File: src/source/fe_defs.svh
// ====================
// Widths, reset address and table sizes for the fetch front end
// Included by the package and by every module that sizes storage from them
// ====================

`ifndef FE_DEFS_SVH
`define FE_DEFS_SVH

// Address and instruction width, RV32 only
`define FE_XLEN 32

// First address fetched once reset is released
`define FE_RESET_PC 32'h0000_0000

// Number of items the instruction buffer can hold
`define FE_IBUF_DEPTH 4

// Branch target buffer geometry
`define FE_BTB_ENTRIES 16

// The index is taken from address bits 5:2
`define FE_BTB_INDEX_BITS 4

`endif

File: src/source/fe_pkg.sv
// ====================
// Shared types of the fetch front end
// Modules import it inside their body and use scoped names on their ports
// ====================

`include "fe_defs.svh"

package fe_pkg;

    // Plain vectors with a meaning of their own
    typedef logic [`FE_XLEN-1:0] addr_t;
    typedef logic [`FE_XLEN-1:0] instr_t;
    typedef logic [`FE_BTB_INDEX_BITS-1:0] btb_index_t;

    // Saturating counter, values 2 and 3 mean taken
    typedef logic [1:0] counter_t;

    // Free slot count of the buffer, wide enough to hold the full depth
    typedef logic [$clog2(`FE_IBUF_DEPTH + 1)-1:0] slot_cnt_t;

    // Predictor answer for one fetch address
    typedef struct packed {
        logic  hit;
        logic  taken;
        addr_t target;
    } prediction_t;

    // One fetched instruction together with the prediction made for it
    typedef struct packed {
        addr_t  pc;
        instr_t instr;
        logic   pred_taken;
        addr_t  pred_target;
    } fetch_item_t;

    // Branch outcome from the back end, the prediction is echoed back
    typedef struct packed {
        logic  valid;
        addr_t pc;
        logic  taken;
        addr_t target;
        logic  pred_taken;
        addr_t pred_target;
    } resolve_t;

    // Four-phase handshake states, used on the memory and the issue port
    typedef enum logic [1:0] {
        IDLE,
        WAIT_ACK,
        WAIT_RELEASE
    } hs_state_t;

endpackage

File: src/source/branch_predictor.sv
// ====================
// Direct-mapped branch target buffer with 2-bit saturating counters
// Lookup is combinational on lookup_pc_i, training happens on resolve_i
// ====================

`timescale 1ns/1ps

`include "fe_defs.svh"

module branch_predictor (
    input  logic                clk_i,
    input  logic                rst_n_i,
    input  fe_pkg::addr_t       lookup_pc_i,
    output fe_pkg::prediction_t prediction_o,
    input  fe_pkg::resolve_t    resolve_i
);

    import fe_pkg::*;

    // Tag covers every address bit above the index
    localparam int TAG_BITS = `FE_XLEN - `FE_BTB_INDEX_BITS - 2;

    logic [`FE_BTB_ENTRIES-1:0] valid_q;
    logic [TAG_BITS-1:0]        tag_q [`FE_BTB_ENTRIES];
    addr_t                      target_q [`FE_BTB_ENTRIES];
    counter_t                   counter_q [`FE_BTB_ENTRIES];

    btb_index_t          lookup_idx;
    btb_index_t          train_idx;
    logic [TAG_BITS-1:0] lookup_tag;
    logic [TAG_BITS-1:0] train_tag;
    logic                train_hit;

// ====================
// Lookup
// ====================

    assign lookup_idx = lookup_pc_i[`FE_BTB_INDEX_BITS+1:2];
    assign lookup_tag = lookup_pc_i[`FE_XLEN-1:`FE_BTB_INDEX_BITS+2];

    always_comb begin
        prediction_o.hit    = valid_q[lookup_idx] && (tag_q[lookup_idx] == lookup_tag);
        // Upper counter bit set means the counter sits at 2 or 3
        prediction_o.taken  = prediction_o.hit && counter_q[lookup_idx][1];
        prediction_o.target = target_q[lookup_idx];
    end

// ====================
// Training
// ====================

    assign train_idx = resolve_i.pc[`FE_BTB_INDEX_BITS+1:2];
    assign train_tag = resolve_i.pc[`FE_XLEN-1:`FE_BTB_INDEX_BITS+2];
    assign train_hit = valid_q[train_idx] && (tag_q[train_idx] == train_tag);

    // Only a taken branch that missed gets a new entry
    always_ff @(posedge clk_i) begin
        if (!rst_n_i) begin
            valid_q <= '0;
        end else if (resolve_i.valid && !train_hit && resolve_i.taken) begin
            valid_q[train_idx] <= 1'b1;
        end
    end

    // Tags, targets and counters only mean something while the entry is valid
    always_ff @(posedge clk_i) begin
        if (resolve_i.valid) begin
            if (train_hit) begin
                // Step toward the outcome and saturate at both ends
                if (resolve_i.taken && counter_q[train_idx] != 2'd3) begin
                    counter_q[train_idx] <= counter_q[train_idx] + 2'd1;
                end else if (!resolve_i.taken && counter_q[train_idx] != 2'd0) begin
                    counter_q[train_idx] <= counter_q[train_idx] - 2'd1;
                end
                if (resolve_i.taken) begin
                    target_q[train_idx] <= resolve_i.target;
                end
            end else if (resolve_i.taken) begin
                // New entry starts weakly taken
                tag_q[train_idx]     <= train_tag;
                target_q[train_idx]  <= resolve_i.target;
                counter_q[train_idx] <= 2'd2;
            end
        end
    end

endmodule

File: src/source/fetch_front_end.sv
// ====================
// Top of the fetch front end
// Connects the PC generator, the branch predictor and the instruction buffer
// ====================

`timescale 1ns/1ps

module fetch_front_end (
    input  logic                clk_i,
    input  logic                rst_n_i,
    output logic                mem_req_o,
    output fe_pkg::addr_t       mem_addr_o,
    input  logic                mem_ack_i,
    input  fe_pkg::instr_t      mem_data_i,
    output logic                issue_req_o,
    output fe_pkg::fetch_item_t issue_item_o,
    input  logic                issue_ack_i,
    input  logic                trap_i,
    input  fe_pkg::addr_t       trap_pc_i,
    input  fe_pkg::resolve_t    resolve_i
);

    import fe_pkg::*;

    // Prediction path between PC generator and BTB
    addr_t       lookup_pc;
    prediction_t prediction;

    // Write path and back-pressure between PC generator and buffer
    logic        flush;
    logic        write;
    fetch_item_t write_item;
    slot_cnt_t   free_slots;

    fetch_pc_gen fetch_pc_gen_i (
        .clk_i        ( clk_i      ),
        .rst_n_i      ( rst_n_i    ),
        .mem_req_o    ( mem_req_o  ),
        .mem_addr_o   ( mem_addr_o ),
        .mem_ack_i    ( mem_ack_i  ),
        .mem_data_i   ( mem_data_i ),
        .trap_i       ( trap_i     ),
        .trap_pc_i    ( trap_pc_i  ),
        .resolve_i    ( resolve_i  ),
        .lookup_pc_o  ( lookup_pc  ),
        .prediction_i ( prediction ),
        .free_slots_i ( free_slots ),
        .flush_o      ( flush      ),
        .write_o      ( write      ),
        .write_item_o ( write_item )
    );

    // Trained straight from the back end, in parallel with the redirect
    branch_predictor branch_predictor_i (
        .clk_i        ( clk_i      ),
        .rst_n_i      ( rst_n_i    ),
        .lookup_pc_i  ( lookup_pc  ),
        .prediction_o ( prediction ),
        .resolve_i    ( resolve_i  )
    );

    instruction_buffer instruction_buffer_i (
        .clk_i        ( clk_i        ),
        .rst_n_i      ( rst_n_i      ),
        .flush_i      ( flush        ),
        .write_i      ( write        ),
        .write_item_i ( write_item   ),
        .free_slots_o ( free_slots   ),
        .issue_req_o  ( issue_req_o  ),
        .issue_item_o ( issue_item_o ),
        .issue_ack_i  ( issue_ack_i  )
    );

endmodule

File: src/source/fetch_pc_gen.sv
// ====================
// Program counter, next address choice and the four-phase memory port
// Writes each returned word with its prediction into the instruction buffer
// ====================

`timescale 1ns/1ps

`include "fe_defs.svh"

module fetch_pc_gen (
    input  logic                clk_i,
    input  logic                rst_n_i,
    output logic                mem_req_o,
    output fe_pkg::addr_t       mem_addr_o,
    input  logic                mem_ack_i,
    input  fe_pkg::instr_t      mem_data_i,
    input  logic                trap_i,
    input  fe_pkg::addr_t       trap_pc_i,
    input  fe_pkg::resolve_t    resolve_i,
    output fe_pkg::addr_t       lookup_pc_o,
    input  fe_pkg::prediction_t prediction_i,
    input  fe_pkg::slot_cnt_t   free_slots_i,
    output logic                flush_o,
    output logic                write_o,
    output fe_pkg::fetch_item_t write_item_o
);

    import fe_pkg::*;

    hs_state_t state_q;
    addr_t     pc_q;
    // Address on the memory port, held while the request is up
    addr_t     req_addr_q;
    // The outstanding fetch belongs to a path that was redirected away
    logic      discard_q;

    logic  mispredict;
    logic  redirect;
    addr_t redirect_pc;
    addr_t next_pc;
    logic  start_fetch;

// ====================
// Redirect and next address
// ====================

    // Wrong direction, or right direction with a wrong target
    assign mispredict = resolve_i.valid &&
                        ((resolve_i.taken != resolve_i.pred_taken) ||
                         (resolve_i.taken && (resolve_i.target != resolve_i.pred_target)));

    assign redirect = trap_i || mispredict;

    // Trap wins over a branch resolved in the same cycle
    always_comb begin
        if (trap_i) begin
            redirect_pc = trap_pc_i;
        end else if (resolve_i.taken) begin
            redirect_pc = resolve_i.target;
        end else begin
            redirect_pc = resolve_i.pc + addr_t'(4);
        end
    end

    assign lookup_pc_o = pc_q;
    assign next_pc     = prediction_i.taken ? prediction_i.target : pc_q + addr_t'(4);

// ====================
// Memory handshake
// ====================

    // A free slot is needed for the fetch that is about to go out
    assign start_fetch = (state_q == IDLE) && !redirect && (free_slots_i != '0);

    assign mem_req_o  = (state_q == WAIT_ACK);
    assign mem_addr_o = req_addr_q;

    always_ff @(posedge clk_i) begin
        if (!rst_n_i) begin
            state_q   <= IDLE;
            pc_q      <= `FE_RESET_PC;
            discard_q <= 1'b0;
        end else begin
            case (state_q)
                IDLE: begin
                    if (start_fetch) begin
                        state_q <= WAIT_ACK;
                    end
                end
                WAIT_ACK: begin
                    if (mem_ack_i) begin
                        state_q   <= WAIT_RELEASE;
                        discard_q <= 1'b0;
                        if (write_o) begin
                            pc_q <= next_pc;
                        end
                    end else if (redirect) begin
                        // Word still in flight, drop it when it arrives
                        discard_q <= 1'b1;
                    end
                end
                WAIT_RELEASE: begin
                    if (!mem_ack_i) begin
                        state_q <= IDLE;
                    end
                end
                default: state_q <= IDLE;
            endcase
            // A redirect overrides whatever the fetch stream chose
            if (redirect) begin
                pc_q <= redirect_pc;
            end
        end
    end

    always_ff @(posedge clk_i) begin
        if (start_fetch) begin
            req_addr_q <= pc_q;
        end
    end

// ====================
// Buffer write
// ====================

    assign flush_o = redirect;
    assign write_o = (state_q == WAIT_ACK) && mem_ack_i && !discard_q && !redirect;

    // pred_target carries the address the fetch stream follows next
    always_comb begin
        write_item_o.pc          = req_addr_q;
        write_item_o.instr       = mem_data_i;
        write_item_o.pred_taken  = prediction_i.taken;
        write_item_o.pred_target = next_pc;
    end

endmodule

File: src/source/instruction_buffer.sv
// ====================
// Circular FIFO of fetched items feeding the four-phase issue port
// The head item stays in the FIFO until the back end acknowledges it
// ====================

`timescale 1ns/1ps

`include "fe_defs.svh"

module instruction_buffer (
    input  logic                clk_i,
    input  logic                rst_n_i,
    input  logic                flush_i,
    input  logic                write_i,
    input  fe_pkg::fetch_item_t write_item_i,
    output fe_pkg::slot_cnt_t   free_slots_o,
    output logic                issue_req_o,
    output fe_pkg::fetch_item_t issue_item_o,
    input  logic                issue_ack_i
);

    import fe_pkg::*;

    localparam int PTR_BITS = $clog2(`FE_IBUF_DEPTH);

    fetch_item_t         mem_q [`FE_IBUF_DEPTH];
    logic [PTR_BITS-1:0] wr_ptr_q;
    logic [PTR_BITS-1:0] rd_ptr_q;
    slot_cnt_t           count_q;

    hs_state_t   state_q;
    fetch_item_t port_item_q;
    // Set while the item on the port is still the FIFO head
    logic        in_fifo_q;

    logic push;
    logic pop;
    logic launch;

    // Pointer step that also wraps for depths that are not a power of two
    function automatic logic [PTR_BITS-1:0] ptr_next(input logic [PTR_BITS-1:0] ptr);
        return (ptr == PTR_BITS'(`FE_IBUF_DEPTH - 1)) ? '0 : ptr + 1'b1;
    endfunction

// ====================
// FIFO storage
// ====================

    assign push = write_i && !flush_i && (count_q != slot_cnt_t'(`FE_IBUF_DEPTH));
    // A flushed head is already gone, so its acknowledge pops nothing
    assign pop  = (state_q == WAIT_ACK) && issue_ack_i && in_fifo_q && !flush_i;

    assign free_slots_o = slot_cnt_t'(`FE_IBUF_DEPTH) - count_q;

    always_ff @(posedge clk_i) begin
        if (push) begin
            mem_q[wr_ptr_q] <= write_item_i;
        end
    end

    always_ff @(posedge clk_i) begin
        if (!rst_n_i) begin
            wr_ptr_q <= '0;
            rd_ptr_q <= '0;
            count_q  <= '0;
        end else if (flush_i) begin
            // Empty the buffer by catching the read side up with the write side
            rd_ptr_q <= wr_ptr_q;
            count_q  <= '0;
        end else begin
            if (push) begin
                wr_ptr_q <= ptr_next(wr_ptr_q);
            end
            if (pop) begin
                rd_ptr_q <= ptr_next(rd_ptr_q);
            end
            count_q <= count_q + slot_cnt_t'(push) - slot_cnt_t'(pop);
        end
    end

// ====================
// Issue handshake
// ====================

    assign launch = (state_q == IDLE) && (count_q != '0) && !flush_i;

    always_ff @(posedge clk_i) begin
        if (!rst_n_i) begin
            state_q   <= IDLE;
            in_fifo_q <= 1'b0;
        end else begin
            case (state_q)
                IDLE: begin
                    if (launch) begin
                        state_q   <= WAIT_ACK;
                        in_fifo_q <= 1'b1;
                    end
                end
                WAIT_ACK: begin
                    if (issue_ack_i) begin
                        state_q   <= WAIT_RELEASE;
                        in_fifo_q <= 1'b0;
                    end
                end
                WAIT_RELEASE: begin
                    // Back end must release its acknowledge before the next item
                    if (!issue_ack_i) begin
                        state_q <= IDLE;
                    end
                end
                default: state_q <= IDLE;
            endcase
            if (flush_i) begin
                in_fifo_q <= 1'b0;
            end
        end
    end

    // The port copy stays stable until acknowledged, even across a flush
    always_ff @(posedge clk_i) begin
        if (launch) begin
            port_item_q <= mem_q[rd_ptr_q];
        end
    end

    assign issue_req_o  = (state_q == WAIT_ACK);
    assign issue_item_o = port_item_q;

endmodule

File: config.mk
export PLATFORM = sky130hd
export DESIGN_NAME = fetch_front_end
export DESIGN_NICKNAME = d
export VERILOG_FILES = /design/src/source/fe_pkg.sv /design/src/source/branch_predictor.sv /design/src/source/fetch_front_end.sv /design/src/source/fetch_pc_gen.sv /design/src/source/instruction_buffer.sv
export VERILOG_INCLUDE_DIRS = /design/src /design/src/source
export SDC_FILE = /design/constraint.sdc
export NUM_CORES = 2
export LEC_CHECK = 0
export BUFFER_PORTS_ARGS = -buffer_cell sky130_fd_sc_hd__buf_2
export CORE_MARGIN = 8
export CORE_UTILIZATION = 50
export CTS_BUF_LIST = sky130_fd_sc_hd__clkbuf_8
export CTS_CLUSTER_SIZE = 20
export DETAILED_ROUTE_END_ITERATION = 12
export PLACE_DENSITY = 0.68
export SETUP_SLACK_MARGIN = 0.1
export SLEW_MARGIN = 40
export SYNTH_ARGS = -nofsm -noshare
export SYNTH_HDL_FRONTEND = slang
export SYNTH_SLANG_ARGS = --single-unit
File: constraint.sdc
create_clock -name clk_i -period 22.7 [get_ports clk_i]
set_clock_uncertainty 0.05 [all_clocks]
set_input_delay 2.27 -clock clk_i [delete_from_list [all_inputs] [get_ports clk_i]]
set_output_delay 2.27 -clock clk_i [all_outputs]
set_load 0.02 [all_outputs]
==> impl_metrics.toml <==
[outcome]
outcome = "complete, no violations"

[worst_hold_path]
timing.hold.worst.class = "register to register"
hold_depth = 0
hold_start = "fetch_pc_gen_i.lookup_pc_o[0]$_SDFFE_PN0P_"
hold_path_end = "fetch_pc_gen_i.mem_addr_o[0]$_DFFE_PP_"

[synth]
syn-mean-instance-area_um2 = 19.9
ys_top_cells_by_area = "edfxtp_1, mux4_2, dfxtp_1, mux2i_1, xnor2_1"
yosysSeqAreaShare_pct = 71.2
post_synth_instance_area_mm2 = 0.0641
fraction_of_registers_with_async_set_or_reset_after_synthesis_pct = 0
syn-num-nets = 3407
post_synth_edffs = 1477
synthFlopType = "edfxtp_1"
synth_top_cell_by_area = "edfxtp_1"
yosysTopAreaCellShare_pct = 69.1
synth_most_common_cell = "edfxtp_1"
ys_warn_count = 0
netlist_instances = 3224
post_synth_most_frequent_cells = "edfxtp_1, mux4_2, nand2_1, clkbuf_1, mux2i_1"
register_bit_total_from_synthesis = 1542
synth_cell_types = 70

[flow_run]
number_of_max_capacitance_violations_reported = 0

[critical_path]
path_buf_inv = 4
critPathRequiredTime_ps = 23220
worst_path_dominant_cell_family = "buffers and inverters"
timing.critical_path.to_type = "register"
timing.critical_path.cells = "buf_6 -> buf_4 -> buf_6 -> mux4_2 -> mux2i_1 -> o22ai_1 -> a22o_1 -> nor4_1 -> nand4_1 -> nor4_2 -> buf_4 -> a21oi_2 -> nor4_1"
cp_slowest_cell = "buf_4"
path_class = "primary input to register"
sort_of_element_at_the_start_of_the_critical_path = "primary input"
timing.critical_path.fanout_max = 56
worst_setup_path_startpoint = "resolve_i[69]"
timing.critical_path.slowest_cell_delay_ps = 680
regToRegSetupSlack_ps = 17420
timing.critical_path.arrival_ps = 7410
reg2reg_depth = 11

[sta]
period_share_pct = 30.4
final_hold_viol_count = 0
slew_headroom_pct = 42.8
tightest_slew_ps = 857
final_setup_fails = 0
post-route-min-period_ps = 6900
maxClockFrequency_ghz = 0.145
rsz0062_at_grt = "false"
whs_ps = 425
totalNegativeSetupSlack_ps = 0
final-max-slew-violation-count = 0

[clock_network]
cts_tree = "done"
number_of_sinks_driven_by_the_clock_tree = 1542
clock_root_cell = "clkbuf_8"
postCtsSetupBuffers = 0
cts_htree_levels = 4
clock_tree.buffer_depth = 3
clk_pin_slew_ps = 60
clk-insertion-delay-late_ps = 960
cts-hold-fix-buffers = 0
cts_made_buffers = 237
post_cts_resized = 0

[floorplan]
die_width_um = 374
floorplan.die.height_um = 374
core_ar_mm2 = 0.128
start_util_pct = 50.3
boundaryPins = 299
core_rows = 131
design.die.area_mm2 = 0.140

[routing]
dr.first_iter.drc_count = 4154
drt_wl_total_um = 174000
first_pass_iters = 5
detail_route.drc_violations = 0
via_total_after_detailed_routing = 34600
via_per_inst = 6.26
avgRoutedWirePerCell_um = 31.5
antenna_violating_nets_post_route = 0

[place]
place.port_buffers = 298
placed_cells_incl_taps = 5065
hpwlAfterDp_um = 106000
place_congestion = 0.882
placement.cell_area_mm2 = 0.0677

[global_routing]
vias_in_the_first_global_route = 34900
globalRouteTotalUtil_pct = 24.4
grt_pass1_wl_um = 249000
globalRouteOverflowTotal = 0
grt_antenna_before_repair = 35
grt_max_degree = 96

[layout]
finalNetCount = 3826
finalNonFillerCells = 5522
finalInstanceArea_mm2 = 0.0724
area_growth_pct = 12.9
layout-drive-gt1-share_pct = 33.2

[power_and_ir_drop]
powerDensity_mw_per_mm2 = 81.2
power_leakage_uw = 0.0237
irDropWorstVdd_mv = 0.0558
==> where the power goes <==
| part | switching [µW] | internal, µW | total [µW] |
|---|---|---|---|
| logic | 257 | 175 | 432 |
| registers | 36.7 | 3150 | 3190 |
| clock network | 1090 | 1170 | 2260 |
| total | 1390 | 4500 | 5880 |
==> per-stage QoR <==
step                worst slack [ps]  utilization [%]  total power, µW
CTS                            15980             56.7             5920
detailed placement             14960             53.1             3680
finish                         15800             56.8             5880
floorplan                       9060                -             3500
global route                   15680             56.8             6060
global placement               14500             53.0             3670
==> worst max path at each step <==
| stage | to | cells after the start |
|---|---|---|
| floorplan | instruction_buffer_i.issue_item_o[0]$_DFFE_PP_ | 8 |
| global placement | branch_predictor_i.counter_q[11][1]$_DFFE_PP_ | 13 |
| detailed placement | branch_predictor_i.counter_q[4][0]$_DFFE_PP_ | 13 |
| CTS | branch_predictor_i.counter_q[4][0]$_DFFE_PP_ | 13 |
| global route | branch_predictor_i.counter_q[4][1]$_DFFE_PP_ | 13 |
| finish | branch_predictor_i.counter_q[7][1]$_DFFE_PP_ | 13 |
==> routing by layer <==
metal	vias up	track usage, %	wire, µm
met3	321	7.00	18100
met2	1811	37.7	81000
met5	-	0	200
li1	14300	-	-
met4	32	8.53	5740
met1	18200	33.5	68800
==> registers in the layout, indices dropped and copies added, names as in the netlist, 3 cells and up, named ones only <==
register	flops
fetch_pc_gen_i.lookup_pc_o	32
instruction_buffer_i.count_q	3
branch_predictor_i.target_q	512
instruction_buffer_i.issue_item_o	97
instruction_buffer_i.mem_q	388
fetch_pc_gen_i.mem_addr_o	32
branch_predictor_i.tag_q	416
branch_predictor_i.counter_q	32
branch_predictor_i.valid_q	16
==> cells by family (layout without fill, tap and decap cells) <==
family,Yosys count,count (layout),synth area share [%]
compound gates,259,259,2.80
xor+xnor,142,142,1.94
fa+ha+maj,15,15,0.304
buf+inv,219,834,1.50
flops,1542,1542,71.2
mux,614,614,18.9
other cells,0,21,0
simple gates,433,433,3.35
==> cell type report <==
type / instances / area, µm²
clock inverter: 187 / 1240
antenna: 21 / 52.6
timing repair buffer: 375 / 2140
tap: 1662 / 2080
sequential: 1542 / 45700
clock buffer: 248 / 3410
fill: 9550 / 55100
multi-input combinational: 1463 / 17700
inverter: 24 / 91.3
==> cells in the final DEF, fill, tap and decap left out, types with 8 or more instances in the layout <==
| cell | n |
|---|---|
| edfxtp_1 | 1477 |
| mux4_2 | 466 |
| buf_2 | 294 |
| clkbuf_8 | 248 |
| nand2_1 | 128 |
| mux2i_1 | 101 |
| inv_1 | 100 |
| nor2_1 | 86 |
| xnor2_1 | 75 |
| o21ai_0 | 70 |
| buf_4 | 70 |
| xor2_1 | 67 |
| dfxtp_1 | 59 |
| clkinv_1 | 41 |
| a22o_1 | 40 |
| clkinv_2 | 37 |
| a21oi_1 | 37 |
| mux2_4 | 29 |
| nor3_1 | 26 |
| nor4_1 | 24 |
| nand3_1 | 24 |
| a221oi_1 | 24 |
| nand4_1 | 22 |
| diode_2 | 21 |
| o21a_1 | 19 |
| and3_1 | 19 |
| mux2_2 | 18 |
| a22oi_1 | 15 |
| and2_2 | 15 |
| nor2b_4 | 15 |
| ha_1 | 14 |
| nor2b_1 | 13 |
| bufinv_16 | 13 |
| o2bb2ai_1 | 10 |
| a211oi_1 | 9 |
| buf_6 | 9 |
| nand2b_1 | 8 |
Note: power is estimated with default switching activity, not from simulation.
